[config.mk]
export PLATFORM = sky130hd
export DESIGN_NAME = fetch_top
export DESIGN_NICKNAME = d
export VERILOG_FILES = /design/src/source/isa_pkg.sv /design/src/source/fetch_pkg.sv /design/src/source/fetch_ctl.sv /design/src/source/fetch_mem_pipe.sv /design/src/source/fetch_buf.sv /design/src/source/fetch_top.sv
export SDC_FILE = /design/constraint.sdc
export NUM_CORES = 1
export LEC_CHECK = 0
export BUFFER_PORTS_ARGS = -buffer_cell sky130_fd_sc_hd__buf_2
export CAP_MARGIN = 0
export CORE_MARGIN = 4
export CORE_UTILIZATION = 52
export DETAILED_ROUTE_END_ITERATION = 8
export MAX_ROUTING_LAYER = met4
export PLACE_DENSITY = 0.75
export SYNTH_ARGS = -nofsm -noshare
export SYNTH_HDL_FRONTEND = slang
export SYNTH_SLANG_ARGS = --single-unit
[constraint.sdc]
create_clock -name clk -period 3.8 [get_ports clk]
set_input_delay 0.95 -clock clk [delete_from_list [all_inputs] [get_ports clk]]
set_output_delay 0.95 -clock clk [all_outputs]
set_load 0.03 [all_outputs]
[src/source/isa_pkg.sv]
`default_nettype none

package isa_pkg;

    localparam int unsigned XLEN = 32;

    // Fetch address, low two bits always zero
    typedef logic [XLEN-1:0] pc_t;

    // Raw instruction word
    typedef logic [31:0] instr_t;

    // RV32I major opcodes, instr[6:0]
    typedef enum logic [6:0] {
        LOAD     = 7'b0000011,
        MISC_MEM = 7'b0001111,
        OP_IMM   = 7'b0010011,
        AUIPC    = 7'b0010111,
        STORE    = 7'b0100011,
        OP       = 7'b0110011,
        LUI      = 7'b0110111,
        BRANCH   = 7'b1100011,
        JALR     = 7'b1100111,
        JAL      = 7'b1101111,
        SYSTEM   = 7'b1110011
    } rv_opcode_e;

    // Coarse class handed to decode
    typedef enum logic [2:0] {
        CLS_ALU     = 3'd0,
        CLS_LOAD    = 3'd1,
        CLS_STORE   = 3'd2,
        CLS_BRANCH  = 3'd3,
        CLS_JUMP    = 3'd4,
        CLS_SYSTEM  = 3'd5,
        CLS_ILLEGAL = 3'd6
    } instr_class_e;

endpackage

`default_nettype wire

[src/source/fetch_pkg.sv]
`default_nettype none

package fetch_pkg;

    localparam int unsigned EPOCH_W = 2;

    // Redirect generation, bumped on every mispredict or nuke
    typedef logic [EPOCH_W-1:0] epoch_t;

    // Controller state
    // ST_HALTED waits for resume after a nuke
    typedef enum logic [0:0] {
        ST_FETCH  = 1'b0,
        ST_HALTED = 1'b1
    } fetch_state_e;

endpackage

`default_nettype wire

[src/source/fetch_ctl.sv]
`default_nettype none

module fetch_ctl #(
    parameter isa_pkg::pc_t RESET_PC = '0,
    parameter int BUF_DEPTH = 4,
    localparam int CRD_W = $clog2(BUF_DEPTH) + 2
) (
    input  logic                  clk,
    input  logic                  reset,

    input  logic                  br_mispred_valid,
    input  isa_pkg::pc_t          br_mispred_pc,
    input  logic                  nuke_valid,
    input  isa_pkg::pc_t          nuke_pc,
    input  logic                  resume_fetch,

    input  logic [CRD_W-1:0]      credit_return,

    output logic                  req_valid,
    output isa_pkg::pc_t          req_pc,
    output fetch_pkg::epoch_t     req_epoch,
    output logic                  flush,
    output fetch_pkg::epoch_t     cur_epoch
);

    import isa_pkg::*;
    import fetch_pkg::*;

    fetch_state_e     state_q;
    pc_t              pc_q;
    epoch_t           epoch_q;
    logic [CRD_W-1:0] credits_q;

    logic take_nuke;
    logic take_mispred;
    logic redirect;
    logic issue;

    // Redirect arbitration
    always_comb begin
        // Nuke beats mispredict
        take_nuke    = nuke_valid;
        // Mispredicts while halted belong to a dead path
        take_mispred = br_mispred_valid & ~nuke_valid & (state_q == ST_FETCH);
        redirect     = take_nuke | take_mispred;
        // Need a free buffer slot and a quiet cycle
        issue        = (state_q == ST_FETCH) & (credits_q != '0) & ~redirect;
    end

    // Buffer must drop old path at this same edge
    assign flush     = redirect;
    assign cur_epoch = epoch_q;

    // PC, epoch and FSM
    always_ff @(posedge clk) begin
        if (reset) begin
            state_q <= ST_FETCH;
            pc_q    <= RESET_PC;
            epoch_q <= '0;
        end else if (take_nuke) begin
            // Park at nuke target
            state_q <= ST_HALTED;
            pc_q    <= {nuke_pc[31:2], 2'b00};
            epoch_q <= epoch_q + 1'b1;
        end else if (take_mispred) begin
            // Restart immediately at branch target
            pc_q    <= {br_mispred_pc[31:2], 2'b00};
            epoch_q <= epoch_q + 1'b1;
        end else if (state_q == ST_HALTED) begin
            if (resume_fetch) begin
                state_q <= ST_FETCH;
            end
        end else if (issue) begin
            // Sequential path only
            pc_q <= pc_q + 32'd4;
        end
    end

    // Credit counter
    // One spent per issue, refunds come from the buffer
    always_ff @(posedge clk) begin
        if (reset) begin
            credits_q <= CRD_W'(BUF_DEPTH);
        end else begin
            credits_q <= credits_q - CRD_W'(issue) + credit_return;
        end
    end

    // Request register stage toward memory port
    always_ff @(posedge clk) begin
        if (reset) begin
            req_valid <= 1'b0;
        end else begin
            req_valid <= issue;
        end
    end

    always_ff @(posedge clk) begin
        if (issue) begin
            req_pc    <= pc_q;
            // Tag with the generation it was fetched under
            req_epoch <= epoch_q;
        end
    end

endmodule

`default_nettype wire

[src/source/fetch_mem_pipe.sv]
`default_nettype none

module fetch_mem_pipe #(
    parameter int MEM_LATENCY = 3
) (
    input  logic                    clk,
    input  logic                    reset,

    input  logic                    req_valid,
    input  isa_pkg::pc_t            req_pc,
    input  fetch_pkg::epoch_t       req_epoch,

    output logic                    ic_mem_req_valid,
    output isa_pkg::pc_t            ic_mem_addr,
    input  isa_pkg::instr_t         ic_mem_rdata,

    output logic                    rsp_valid,
    output isa_pkg::pc_t            rsp_pc,
    output isa_pkg::instr_t         rsp_instr,
    output isa_pkg::instr_class_e   rsp_class,
    output fetch_pkg::epoch_t       rsp_epoch
);

    import isa_pkg::*;
    import fetch_pkg::*;

    // In-flight tag pipeline, one slot per cycle of memory latency
    logic [MEM_LATENCY-1:0] vld_q;
    pc_t                    pc_q [MEM_LATENCY];
    epoch_t                 ep_q [MEM_LATENCY];

    rv_opcode_e   opcode;
    instr_class_e cls;

    // Memory port
    assign ic_mem_req_valid = req_valid;
    assign ic_mem_addr      = req_pc;

    // Valid bits, cleared on reset
    always_ff @(posedge clk) begin
        if (reset) begin
            vld_q <= '0;
        end else begin
            vld_q[0] <= req_valid;
            for (int i = 1; i < MEM_LATENCY; i++) begin
                vld_q[i] <= vld_q[i-1];
            end
        end
    end

    // Address and epoch ride along
    always_ff @(posedge clk) begin
        pc_q[0] <= req_pc;
        ep_q[0] <= req_epoch;
        for (int i = 1; i < MEM_LATENCY; i++) begin
            pc_q[i] <= pc_q[i-1];
            ep_q[i] <= ep_q[i-1];
        end
    end

    // Predecode on returning word
    always_comb begin
        opcode = rv_opcode_e'(ic_mem_rdata[6:0]);
        case (opcode)
            OP_IMM, OP, LUI, AUIPC: cls = CLS_ALU;
            LOAD:                   cls = CLS_LOAD;
            STORE:                  cls = CLS_STORE;
            BRANCH:                 cls = CLS_BRANCH;
            JAL, JALR:              cls = CLS_JUMP;
            SYSTEM, MISC_MEM:       cls = CLS_SYSTEM;
            // Compressed or unknown encodings
            default:                cls = CLS_ILLEGAL;
        endcase
    end

    // Response register, data lines up with last tag slot
    always_ff @(posedge clk) begin
        if (reset) begin
            rsp_valid <= 1'b0;
        end else begin
            rsp_valid <= vld_q[MEM_LATENCY-1];
        end
    end

    always_ff @(posedge clk) begin
        rsp_pc    <= pc_q[MEM_LATENCY-1];
        rsp_epoch <= ep_q[MEM_LATENCY-1];
        rsp_instr <= ic_mem_rdata;
        rsp_class <= cls;
    end

endmodule

`default_nettype wire

[src/source/fetch_buf.sv]
`default_nettype none

module fetch_buf #(
    parameter int BUF_DEPTH = 4,
    localparam int CRD_W = $clog2(BUF_DEPTH) + 2
) (
    input  logic                    clk,
    input  logic                    reset,

    input  logic                    rsp_valid,
    input  isa_pkg::pc_t            rsp_pc,
    input  isa_pkg::instr_t         rsp_instr,
    input  isa_pkg::instr_class_e   rsp_class,
    input  fetch_pkg::epoch_t       rsp_epoch,

    input  logic                    flush,
    input  fetch_pkg::epoch_t       cur_epoch,
    output logic [CRD_W-1:0]        credit_return,

    input  logic                    decode_ready_de0,
    output logic                    valid_fe1,
    output isa_pkg::pc_t            pc_fe1,
    output isa_pkg::instr_t         instr_fe1,
    output isa_pkg::instr_class_e   class_fe1
);

    import isa_pkg::*;
    import fetch_pkg::*;

    localparam int PTR_W = (BUF_DEPTH > 1) ? $clog2(BUF_DEPTH) : 1;

    // Entry storage
    pc_t          pc_mem    [BUF_DEPTH];
    instr_t       instr_mem [BUF_DEPTH];
    instr_class_e cls_mem   [BUF_DEPTH];

    logic [PTR_W-1:0] rd_ptr_q;
    logic [PTR_W-1:0] wr_ptr_q;
    logic [CRD_W-1:0] count_q;

    logic push;
    logic pop;
    logic drop;

    always_comb begin
        // Transfer to decode
        pop  = valid_fe1 & decode_ready_de0;
        // Only current-generation responses get a slot
        push = rsp_valid & (rsp_epoch == cur_epoch) & ~flush;
        // Stale or flushed response, slot never used
        drop = rsp_valid & ~push;
    end

    // Freed slots go back to the controller
    always_comb begin
        if (flush) begin
            // Whole queue plus anything arriving now
            credit_return = count_q + CRD_W'(rsp_valid);
        end else begin
            credit_return = CRD_W'(pop) + CRD_W'(drop);
        end
    end

    // Head of queue to decode
    assign valid_fe1 = (count_q != '0);
    assign pc_fe1    = pc_mem[rd_ptr_q];
    assign instr_fe1 = instr_mem[rd_ptr_q];
    assign class_fe1 = cls_mem[rd_ptr_q];

    // Pointers and occupancy
    always_ff @(posedge clk) begin
        if (reset || flush) begin
            rd_ptr_q <= '0;
            wr_ptr_q <= '0;
            count_q  <= '0;
        end else begin
            if (push) begin
                // Manual wrap, depth need not be a power of two
                wr_ptr_q <= (wr_ptr_q == PTR_W'(BUF_DEPTH - 1)) ? '0 : wr_ptr_q + 1'b1;
            end
            if (pop) begin
                rd_ptr_q <= (rd_ptr_q == PTR_W'(BUF_DEPTH - 1)) ? '0 : rd_ptr_q + 1'b1;
            end
            count_q <= count_q + CRD_W'(push) - CRD_W'(pop);
        end
    end

    // Write port
    // Credits guarantee a free slot here
    always_ff @(posedge clk) begin
        if (push) begin
            pc_mem[wr_ptr_q]    <= rsp_pc;
            instr_mem[wr_ptr_q] <= rsp_instr;
            cls_mem[wr_ptr_q]   <= rsp_class;
        end
    end

endmodule

`default_nettype wire

[src/source/fetch_top.sv]
`default_nettype none

module fetch_top #(
    parameter isa_pkg::pc_t RESET_PC = '0,
    parameter int MEM_LATENCY = 3,
    parameter int BUF_DEPTH = 4
) (
    input  logic                    clk,
    input  logic                    reset,

    input  logic                    br_mispred_valid,
    input  isa_pkg::pc_t            br_mispred_pc,
    input  logic                    nuke_valid,
    input  isa_pkg::pc_t            nuke_pc,
    input  logic                    resume_fetch,

    output logic                    ic_mem_req_valid,
    output isa_pkg::pc_t            ic_mem_addr,
    input  isa_pkg::instr_t         ic_mem_rdata,

    input  logic                    decode_ready_de0,
    output logic                    valid_fe1,
    output isa_pkg::pc_t            pc_fe1,
    output isa_pkg::instr_t         instr_fe1,
    output isa_pkg::instr_class_e   class_fe1
);

    import isa_pkg::*;
    import fetch_pkg::*;

    localparam int CRD_W = $clog2(BUF_DEPTH) + 2;

    // Controller to memory pipe
    logic         req_valid;
    pc_t          req_pc;
    epoch_t       req_epoch;

    // Memory pipe to buffer
    logic         rsp_valid;
    pc_t          rsp_pc;
    instr_t       rsp_instr;
    instr_class_e rsp_class;
    epoch_t       rsp_epoch;

    // Controller and buffer bookkeeping
    logic             flush;
    epoch_t           cur_epoch;
    logic [CRD_W-1:0] credit_return;

    // Stage 1, PC generation and redirects
    fetch_ctl #(
        .RESET_PC  (RESET_PC),
        .BUF_DEPTH (BUF_DEPTH)
    ) fetch_ctl (
        .clk,
        .reset,
        .br_mispred_valid,
        .br_mispred_pc,
        .nuke_valid,
        .nuke_pc,
        .resume_fetch,
        .credit_return,
        .req_valid,
        .req_pc,
        .req_epoch,
        .flush,
        .cur_epoch
    );

    // Stage 2, memory access and predecode
    fetch_mem_pipe #(
        .MEM_LATENCY (MEM_LATENCY)
    ) fetch_mem_pipe (
        .clk,
        .reset,
        .req_valid,
        .req_pc,
        .req_epoch,
        .ic_mem_req_valid,
        .ic_mem_addr,
        .ic_mem_rdata,
        .rsp_valid,
        .rsp_pc,
        .rsp_instr,
        .rsp_class,
        .rsp_epoch
    );

    // Stage 3, queue toward decode
    fetch_buf #(
        .BUF_DEPTH (BUF_DEPTH)
    ) fetch_buf (
        .clk,
        .reset,
        .rsp_valid,
        .rsp_pc,
        .rsp_instr,
        .rsp_class,
        .rsp_epoch,
        .flush,
        .cur_epoch,
        .credit_return,
        .decode_ready_de0,
        .valid_fe1,
        .pc_fe1,
        .instr_fe1,
        .class_fe1
    );

endmodule

`default_nettype wire

==> Yosys cells after proc, flatten, opt, wreduce, memory -nomap -nowiden <==
Memory sizes are Yosys's and may differ from the RTL's. A register that Yosys moved wholly into a read port is not among the register bits.
Cells that the tools add are included.
{ "word_totals": {"regBits": 121, "ramBits": 370, "inputBits": 102, "out_inout_bits": 101, "wordCells": 92, "mem_count": 5} }
{ "mem_list": {"columns": ["memory", "words", "width", "rd", "rd_ports_with_merged_regs", "write_ports", "line", "rtl"], "rows": [
  ["fetch_buf.instr_mem", 4, 32, 1, 1, 1, "fetch_buf.sv:34", "instr_t instr_mem [BUF_DEPTH];"],
  ["fetch_buf.pc_mem", 4, 32, 1, 1, 1, "fetch_buf.sv:33", "pc_t pc_mem [BUF_DEPTH];"],
  ["fetch_mem_pipe.pc_q", 3, 32, 3, 1, 3, "fetch_mem_pipe.sv:29", "pc_t pc_q [MEM_LATENCY];"],
  ["fetch_buf.cls_mem", 4, 3, 1, 1, 1, "fetch_buf.sv:35", "instr_class_e cls_mem [BUF_DEPTH];"],
  ["fetch_mem_pipe.ep_q", 3, 2, 3, 1, 3, "fetch_mem_pipe.sv:30", "epoch_t ep_q [MEM_LATENCY];"]
]} }
{ "classes": {"n_addsub": 10, "eq_ne": 16, "muxes": 22, "bitwise_logic": 13, "reduce_logical": 11} }
{ "op_table": {"columns": ["operator", "n"], "rows": [
  ["2-to-1 mux 32 bit", 4],
  ["adder 32 x 3 -> 32 bit (second input constant)", 1],
  ["equality test 7 bit (second input constant)", 4],
  ["equality test 7 x 6 -> 1 bit (second input constant)", 3],
  ["2-to-1 mux 2 bit", 10],
  ["case mux 3 bit (6 select lines)", 1],
  ["equality test 7 x 5 -> 1 bit (second input constant)", 2],
  ["adder 4 x 1 -> 4 bit", 2],
  ["bitwise AND 1 bit", 8],
  ["nonzero test 4 bit", 2],
  ["subtractor 4 x 1 -> 4 bit", 2],
  ["equality test 7 x 2 -> 1 bit (second input constant)", 1],
  ["equality test 7 x 4 -> 1 bit (second input constant)", 1],
  ["adder 2 x 1 -> 2 bit (second input constant)", 3],
  ["2-to-1 mux 1 bit", 6],
  ["adder 4 bit", 1],
  ["equality test 2 bit (second input constant)", 2],
  ["2-to-1 mux 4 bit", 1],
  ["inverter 1 bit", 4],
  ["AND reduction 2 bit", 2],
  ["OR reduction 2 bit", 2],
  ["OR reduction 4 bit", 1],
  ["inequality test 3 bit (second input constant)", 1],
  ["nonzero test 3 bit", 1],
  ["7 further kinds", 7]
]} }

==> Logic depth before layout (Yosys ltp) <==
Gate-level depths: netlist (run 1).
{ "logic_depth": {"ltp_word": 11, "mapped_depth": 15, "ltp_nobuf": 14} }

==> Hierarchy <==
Synthesis (run 1) repeated with hierarchy kept, for this count alone.
{ "unflattened": {"cells_unflattened": 1051, "area_unflattened_um2": 18073.6} }
{ "by_module_without_submodules": {"columns": ["mod", "n_inst", "cells_per_inst", "area_each_um2", "seq_area_each_um2"], "rows": [
  ["fetch_buf", 1, 427, 10421.2, 8247.9],
  ["fetch_mem_pipe", 1, 228, 3887.5, 3503.4],
  ["fetch_ctl", 1, 396, 3764.9, 1721.7]
]} }

==> Worst setup path before layout (run 1) <==
OpenSTA, ideal clock, no wires.
{ "synth_timing": {"path_type": "input port to flip-flop", "start": "input br_mispred_valid", "end": "memory fetch_buf.cls_mem[3][0] (netlist bit) (enable)", "setup_time_ns": 0.430, "t_arrival_ns": 3.206, "required_ns": 3.370, "setup_slack_ns": 0.164, "cell_stages": 5, "path_buffers": 1, "cell_sequence": "nand2b_1 > clkbuf_1 > nand2b_1 > nor2_1 > and2_1"} }
{ "synth_via": {"elab_chain_len": 7} }
{ "synth_rtl": {"columns": ["element", "line", "rtl"], "rows": [
  ["start, declared", "fetch_top.sv:11", "input logic br_mispred_valid,"],
  ["bitwise AND 1 bit (2 in a row)", "fetch_ctl.sv:44", "take_mispred = br_mispred_valid & ~nuke_valid & (state_q == ST_FETCH);"],
  ["OR 1 bit", "fetch_ctl.sv:45", "redirect = take_nuke | take_mispred;"],
  ["inverter 1 bit", "fetch_buf.sv:49", "push = rsp_valid & (rsp_epoch == cur_epoch) & ~flush;"],
  ["bitwise AND 1 bit", "fetch_buf.sv:49", null],
  ["via fetch_buf.push", "fetch_buf.sv:41", "logic push;"],
  ["2-to-1 mux 1 bit", "fetch_buf.sv:91", "if (push) begin"],
  ["2-to-1 mux 1 bit (implied by the code)", "fetch_buf.sv:94", "cls_mem[wr_ptr_q] <= rsp_class;"],
  ["end, declared", "fetch_buf.sv:35", null]
]} }
The timed path passes the listed nets, and every way through them passes these cells.

==> summary.md, run 1 <==
| Metric | Value |
|---|---|
| Status | complete, no violations |
| Die width | 190 microns |
| Sequential element share of the synthesized area | 75.9% |
| Hold-fix buffers, CTS | 0 |
| Worst EP required | 2.85 ns |
| Max-Cap Viols | 0 |
| Post-detail-place hpwl | 20,800 microns |
| Number of synthesized flops with an enable pin | 292 |
| Post-synth ARST share | 0% |
| Post-CTS setup buffers | 0 |
| Post-Syn Area per Cell | 17.1 sq um |
| Fmax | 305 MHz |
| Commonest non-fill, non-tap cell in the layout | edfxtp_1 |
| Seq cells post-synth | 507 |
| Final period utilization | 86.2% |
| Core area | 32,600 sq um |
| Synth Warn # | 0 |
| Maximum number of pins on one net before global-route repair | 66 |
| Fin. Hold Viols | 0 |
| Clock skew | 0.0258 ns |
| TritonRoute pass-1 iters | 5 |
| VDD IR max | 0.374 mV |
| Worst-path clk slew | 0.06 ns |
| Data arrival time of the worst path | 2.33 ns |
| GRT Residual Overflow | 0 |
| Worst-Skew Late Latency | 0.55 ns |
| CTS tree | yes |
| DRT iter0 DRCs | 547 |
| Post-place instance area | 18,800 sq um |
| CTS sink count | 507 |
| Most frequent cells in the layout | edfxtp_1, dfxtp_1, buf_2 |
| GRT Total Usage | 18.7% |
| Cells after Synth | 1,008 |
| TNS Setup | 0 ns |
| CTS root buf | clkbuf_16 |
| Gpl congestion | 0.869 |
| Via count of the routed design | 9,142 |
| Worst Setup Path Type | reg -> out |
| DIE HEIGHT | 190 microns |
| Clock tree buffer depth | 3 |
| Final instance area | 20,400 sq um |
| Max-slew violations | 0 |
| Worst Hold Class | reg -> reg |
| Rows | 66 |
| Vias in the first global route | 9,480 |
| Post-CTS Resized | 0 |
| WL final | 32,700 microns |
| Slew Limit Headroom | 46.5% |
| First-pass GRT wire length | 51,600 microns |
| Vias per cell | 5.31 |
| I/O pin total | 203 |
| Prevailing post-synth register cell | edfxtp_1 |
| Setup violations, final | 0 |
| Mapped Area | 17,200 sq um |
| Synth cell types | 67 |
| I/O Buffers | 194 |
| Leakage Power | 7.42 nW |
| Number of H-tree levels | 2 |
| DIE AREA | 36,100 sq um |
| Worst slew pin tran | 0.802 ns |
| Final layout net count | 1,361 |
| Routed Antenna Nets | 0 |
| Wire per inst | 19.0 microns |
| DRC Markers | 0 |
| Initial antenna violation count | 0 |
| Critical Path Fanout Max | 25 |
| Fill cells | 2,348 |
| Synthesis-to-finish area growth | 18.7% |
| Worst Setup Start Kind | flip-flop |
| Power per Cell Area | 565 nW/um^2 |
| Ratio of cells with drive above 1 in the final layout | 29.4% |
| RSZ-0062 raised after global routing | no |
| TritonCTS Buffers | 50 |
| Starting density of the core | 52.8% |
| Crit. End Element | output pin |
| Post-layout min period | 3.28 ns |
## power breakdown
group / total (mW) / switching [mW] / internal (mW)
clock network: 4.77 / 1.93 / 2.83
registers: 6.23 / 0.168 / 6.06
logic: 0.548 / 0.331 / 0.216
## synthesized netlist by cell type, types with 3 or more instances
library cell / number / area [sq um]
a21o_1: 4 / 30.0
a31oi_1: 4 / 25.0
and2_1: 7 / 43.8
nand4_1: 10 / 62.6
nor4_1: 11 / 68.8
edfxtp_1: 292 / 8770
o21ai_0: 18 / 90.1
nor4_2: 3 / 37.5
nor3_1: 14 / 70.1
nand3_1: 25 / 125
a211oi_1: 9 / 67.6
buf_2: 14 / 70.1
nand2_1: 39 / 146
clkbuf_1: 18 / 67.6
xor2_1: 8 / 70.1
a221oi_1: 6 / 52.6
a311oi_1: 6 / 52.6
buf_1: 5 / 18.8
nand3b_1: 3 / 22.5
mux2i_1: 4 / 40.0
or3_1: 5 / 31.3
inv_1: 32 / 120
dfxtp_1: 215 / 4300
mux4_2: 65 / 1460
nor2b_1: 16 / 100
nor3b_1: 3 / 22.5
xnor2_1: 8 / 70.1
a21oi_1: 39 / 195
nand2b_1: 8 / 50.1
o31ai_1: 5 / 37.5
ha_1: 21 / 263
and3_1: 5 / 31.3
buf_4: 4 / 30.0
nor2_1: 38 / 143
## state kept, by name, summed over array words and instances, names as in the netlist, 6 cells and up, named ones only
name,flops
fetch_buf.cls_mem,12
fetch_buf.instr_mem,128
fetch_mem_pipe.rsp_instr,32
fetch_mem_pipe.ep_q,6
fetch_mem_pipe.rsp_pc,30
fetch_ctl.pc_q,30
fetch_mem_pipe.pc_q,90
fetch_buf.pc_mem,120
fetch_ctl.req_pc,30
## metrics by stage
stage	hold slack (ns)	cells	setup WS [ns]	power [mW]	util, %
global placement	0.310	1626	0.648	6.87	57.6
CTS	0.312	1719	0.432	11.7	62.7
floorplan	0.310	1011	0.164	6.67	-
global route	0.329	1719	0.326	12.0	62.7
finish	0.316	1721	0.525	11.5	62.7
detailed placement	0.312	1626	0.520	6.89	57.6
## per-layer routing
metal | up-vias | track usage (%) | part of all wire [%]
met1 | 4469 | 24.8 | 42
met3 | 48 | 3.27 | 7.0
met4 | 0 | 4.79 | 2.0
met5 | - | - | 0
li1 | 4298 | - | -
met2 | 327 | 30.4 | 49
## logic make-up after synthesis
logic type | after synthesis | share of synthesized area [%]
simple gates | 201 | 6.46
mux | 69 | 8.73
other cells | 1 | 0.0218
compound gates | 115 | 4.39
buf+inv | 75 | 1.83
flops | 507 | 75.9
fa+ha+maj | 23 | 1.76
xor+xnor | 17 | 0.944
## critical path, stage by stage (launching register included)
cell and delay (ns):
dfxtp_4 0.69, buf_4 0.35, mux4_2 0.54, buf_2 0.19
## path summary, 6_finish.rpt
path                                            from                           endpoint  slack, ns  cells past startpoint
setup / recovery                           flip-flop                       instr_fe1[8]       0.52                      3
hold / removal    fetch_mem_pipe.pc_q[2][26]$_DFF_P_  fetch_mem_pipe.rsp_pc[26]$_DFF_P_       0.32                      0
setup reg to reg      fetch_ctl.state_q$_SDFFE_PP0P_  fetch_ctl.credits_q[3]$_SDFF_PP0_       1.02                     13
hold reg to reg   fetch_mem_pipe.pc_q[2][26]$_DFF_P_  fetch_mem_pipe.rsp_pc[26]$_DFF_P_       0.32                      0
## final cells by class
cell class / count / area [sq um] / area share [%]
flip-flops and latches: 507 / 13100 / 64.0
multi-input cells: 429 / 3860 / 18.9
clock buffers: 74 / 1480 / 7.21
repair buffers: 215 / 1180 / 5.76
well taps: 442 / 553 / 2.70
clock inverters: 19 / 166 / 0.814
inverters: 33 / 124 / 0.606
diodes: 2 / 5.00 / 0.0245
Power figures use the tool's default switching activity.
==> run 2: changes to the inputs <==
GPL_TIMING_DRIVEN = 0   (was default)
==> summary.md, run 2 (synthesis results as in run 1) <==
| Metric | Value |
|---|---|
| Status | complete, no violations |
| Crit path max-delay family | buffers and inverters |
| Final period utilization | 94.4% (+8.2 points) |
| Max-Cap Viols | 0 (unchanged) |
| GRT Total Usage | 19.0% (+0.35 points) |
| CP cell instances | clkbuf_1, clkbuf_1, mux4_2, buf_2 |
| Vias per cell | 5.40 (+1.6%) |
| Post-CTS setup buffers | 0 (unchanged) |
| CTS root buf | clkbuf_16 |
| Biggest register | fetch_buf.instr_mem |
| Post-CTS Resized | 0 (unchanged) |
| Vias in the first global route | 9,460 (-0.21%) |
| Worst-Skew Late Latency | 0.56 ns (about the same) |
| Worst EP required | 2.85 ns (about the same) |
| Hold_sp | fetch_mem_pipe.pc_q[2][23]$_DFF_P_ |
| Hold Worst Slack | 0.322 ns (+0.00541 ns) |
| Max-slew violations | 0 (unchanged) |
| Area of the multi-input gates | 3860 sq um (unchanged) |
| Crit. End Element | output pin |
| Number of H-tree levels | 2 (unchanged) |
| Routed Antenna Nets | 0 (unchanged) |
| DIE AREA | 36,100 sq um (unchanged) |
| Top flop regs | fetch_buf.instr_mem x128, fetch_buf.pc_mem x120, fetch_mem_pipe.pc_q x90 |
| Slew Limit Headroom | 41.4% (-5.1 points) |
| I/O pin total | 203 (unchanged) |
| Fin. Hold Viols | 0 (unchanged) |
| Hold-fix buffers, CTS | 0 (unchanged) |
| Starting density of the core | 52.8% (unchanged) |
| CTS tree | yes |
| Worst Hold Class | reg -> reg |
| RSZ-0062 raised after global routing | no |
| Post-layout min period | 3.59 ns (+0.311 ns) |
| Data arrival time of the worst path | 2.64 ns (+0.31 ns) |
| VDD IR max | 0.442 mV (+18%) |
| Wire per inst | 19.2 microns (+1.3%) |
| Max reg flops | 128 (unchanged) |
| Ratio of cells with drive above 1 in the final layout | 28.5% (-0.82 points) |
| DRC Markers | 0 (unchanged) |
| Leakage Power | 7.43 nW (+0.19%) |
| Worst Setup Start Kind | flip-flop |
| Power per Cell Area | 563 nW/um^2 (-0.35%) |
| Initial antenna violation count | 1 (+1) |
| Synthesis-to-finish area growth | 18.9% |
| DRT iter0 DRCs | 720 (+32%) |
| TritonCTS Buffers | 49 (-2.0%) |
| Commonest non-fill, non-tap cell in the layout | edfxtp_1 |
| Fill cells | 2,277 (-3.0%) |
| Largest stage delay, worst path | 0.59 ns (-0.10 ns) |
| I/O Buffers | 192 (-1.0%) |
| Die width | 190 microns (unchanged) |
| Final core occ | 62.8% (+0.13 points) |
| Most frequent cells in the layout | edfxtp_1, dfxtp_1, buf_2 |
| Total power | 11.5 mW (-0.14%) |
| CP max stage cell | clkbuf_1 |
| CTS sink count | 507 (unchanged) |
| WP buf/inv | 3 (+1) |
| Via count of the routed design | 9,385 (+2.7%) |
| Worst slew pin tran | 0.880 ns (+0.0778 ns) |
| Reg-to-Reg Start | fetch_ctl.state_q$_SDFFE_PP0P_ |
| First-pass GRT wire length | 52,200 microns (+1.3%) |
| Clock skew | 0.0156 ns (-0.0102 ns) |
| Worst Setup Path Type | reg -> out |
| Clock tree buffer depth | 3 (unchanged) |
| Maximum number of pins on one net before global-route repair | 50 (-24%) |
| GRT Residual Overflow | 0 (unchanged) |
| Post-detail-place hpwl | 22,300 microns (+7.1%) |
| Final layout net count | 1,383 (+1.6%) |
| WL final | 33,500 microns (+2.4%) |
| DIE HEIGHT | 190 microns (unchanged) |
| Worst-path clk slew | 0.06 ns (about the same) |
| Gpl congestion | 0.908 (+4.5%) |
| Core area | 32,600 sq um (unchanged) |
| TritonRoute pass-1 iters | 5 (unchanged) |
| CP most frequent cell | clkbuf_1 |
| Fmax | 279 MHz (-8.7%) |
| Rows | 66 (unchanged) |
| Setup violations, final | 0 (unchanged) |
| Critical Path Fanout Max | 10 (-60%) |
| Register area | 13,100 sq um (about the same) |
==> run 2: report_power, final <==
part	total, mW	internal [mW]	switching, mW
registers	6.22	6.07	0.159
logic	0.576	0.221	0.355
clock network	4.73	2.82	1.90
==> run 2: per-stage QoR <==
step,setup WS (ns),cells,instance area (sq um),TNS (ns)
after detailed placement,-0.195,1649,18900,-0.488
after global placement,-1.57,1645,18800,-405.42
after floorplan,0.164,1011,17200,0
after global routing,0.0108,1739,20500,0
after CTS,0.00805,1738,20500,0
final,0.214,1739,20500,0
==> run 2: path summary, 6_finish.rpt <==
check,end,slack (ns),cells after the start
setup / recovery,pc_fe1[24],0.21,4
setup reg to reg,fetch_ctl.credits_q[3]$_SDFF_PP0_,0.35,15
hold / removal,fetch_mem_pipe.rsp_pc[23]$_DFF_P_,0.32,0
hold reg to reg,fetch_mem_pipe.rsp_pc[23]$_DFF_P_,0.32,0
==> run 2: routing by layer <==
layer	wire [microns]	GRT usage, %
met5	0	-
met4	739	5.04
met3	2450	3.71
met2	16100	30.6
met1	14200	25.3
==> run 2: final cells by class <==
| type | count | share of cell area (%) |
|---|---|---|
| antenna | 1 | 0.0122 |
| clock inverter | 15 | 1.01 |
| tap | 442 | 2.70 |
| multi-input combinational | 429 | 18.9 |
| inverter | 33 | 0.605 |
| buffer | 42 | 0.940 |
| timing repair buffer | 196 | 5.23 |
| clock buffer | 74 | 6.84 |
| sequential | 507 | 63.8 |
==> run 2: worst reg2reg max path: stages, from the launching register on <==
cell and delay, ns:
dfxtp_1 0.30, buf_2 0.19, nand2b_1 0.12, clkbuf_1 0.34
nand2b_1 0.26, nor2_1 0.43, nor2b_1 0.11, ha_1 0.28
mux2i_1 0.15, ha_1 0.22, inv_1 0.06, ha_1 0.26
a21o_1 0.18, a21oi_1 0.16, xnor3_1 0.22, nor2_1 0.08
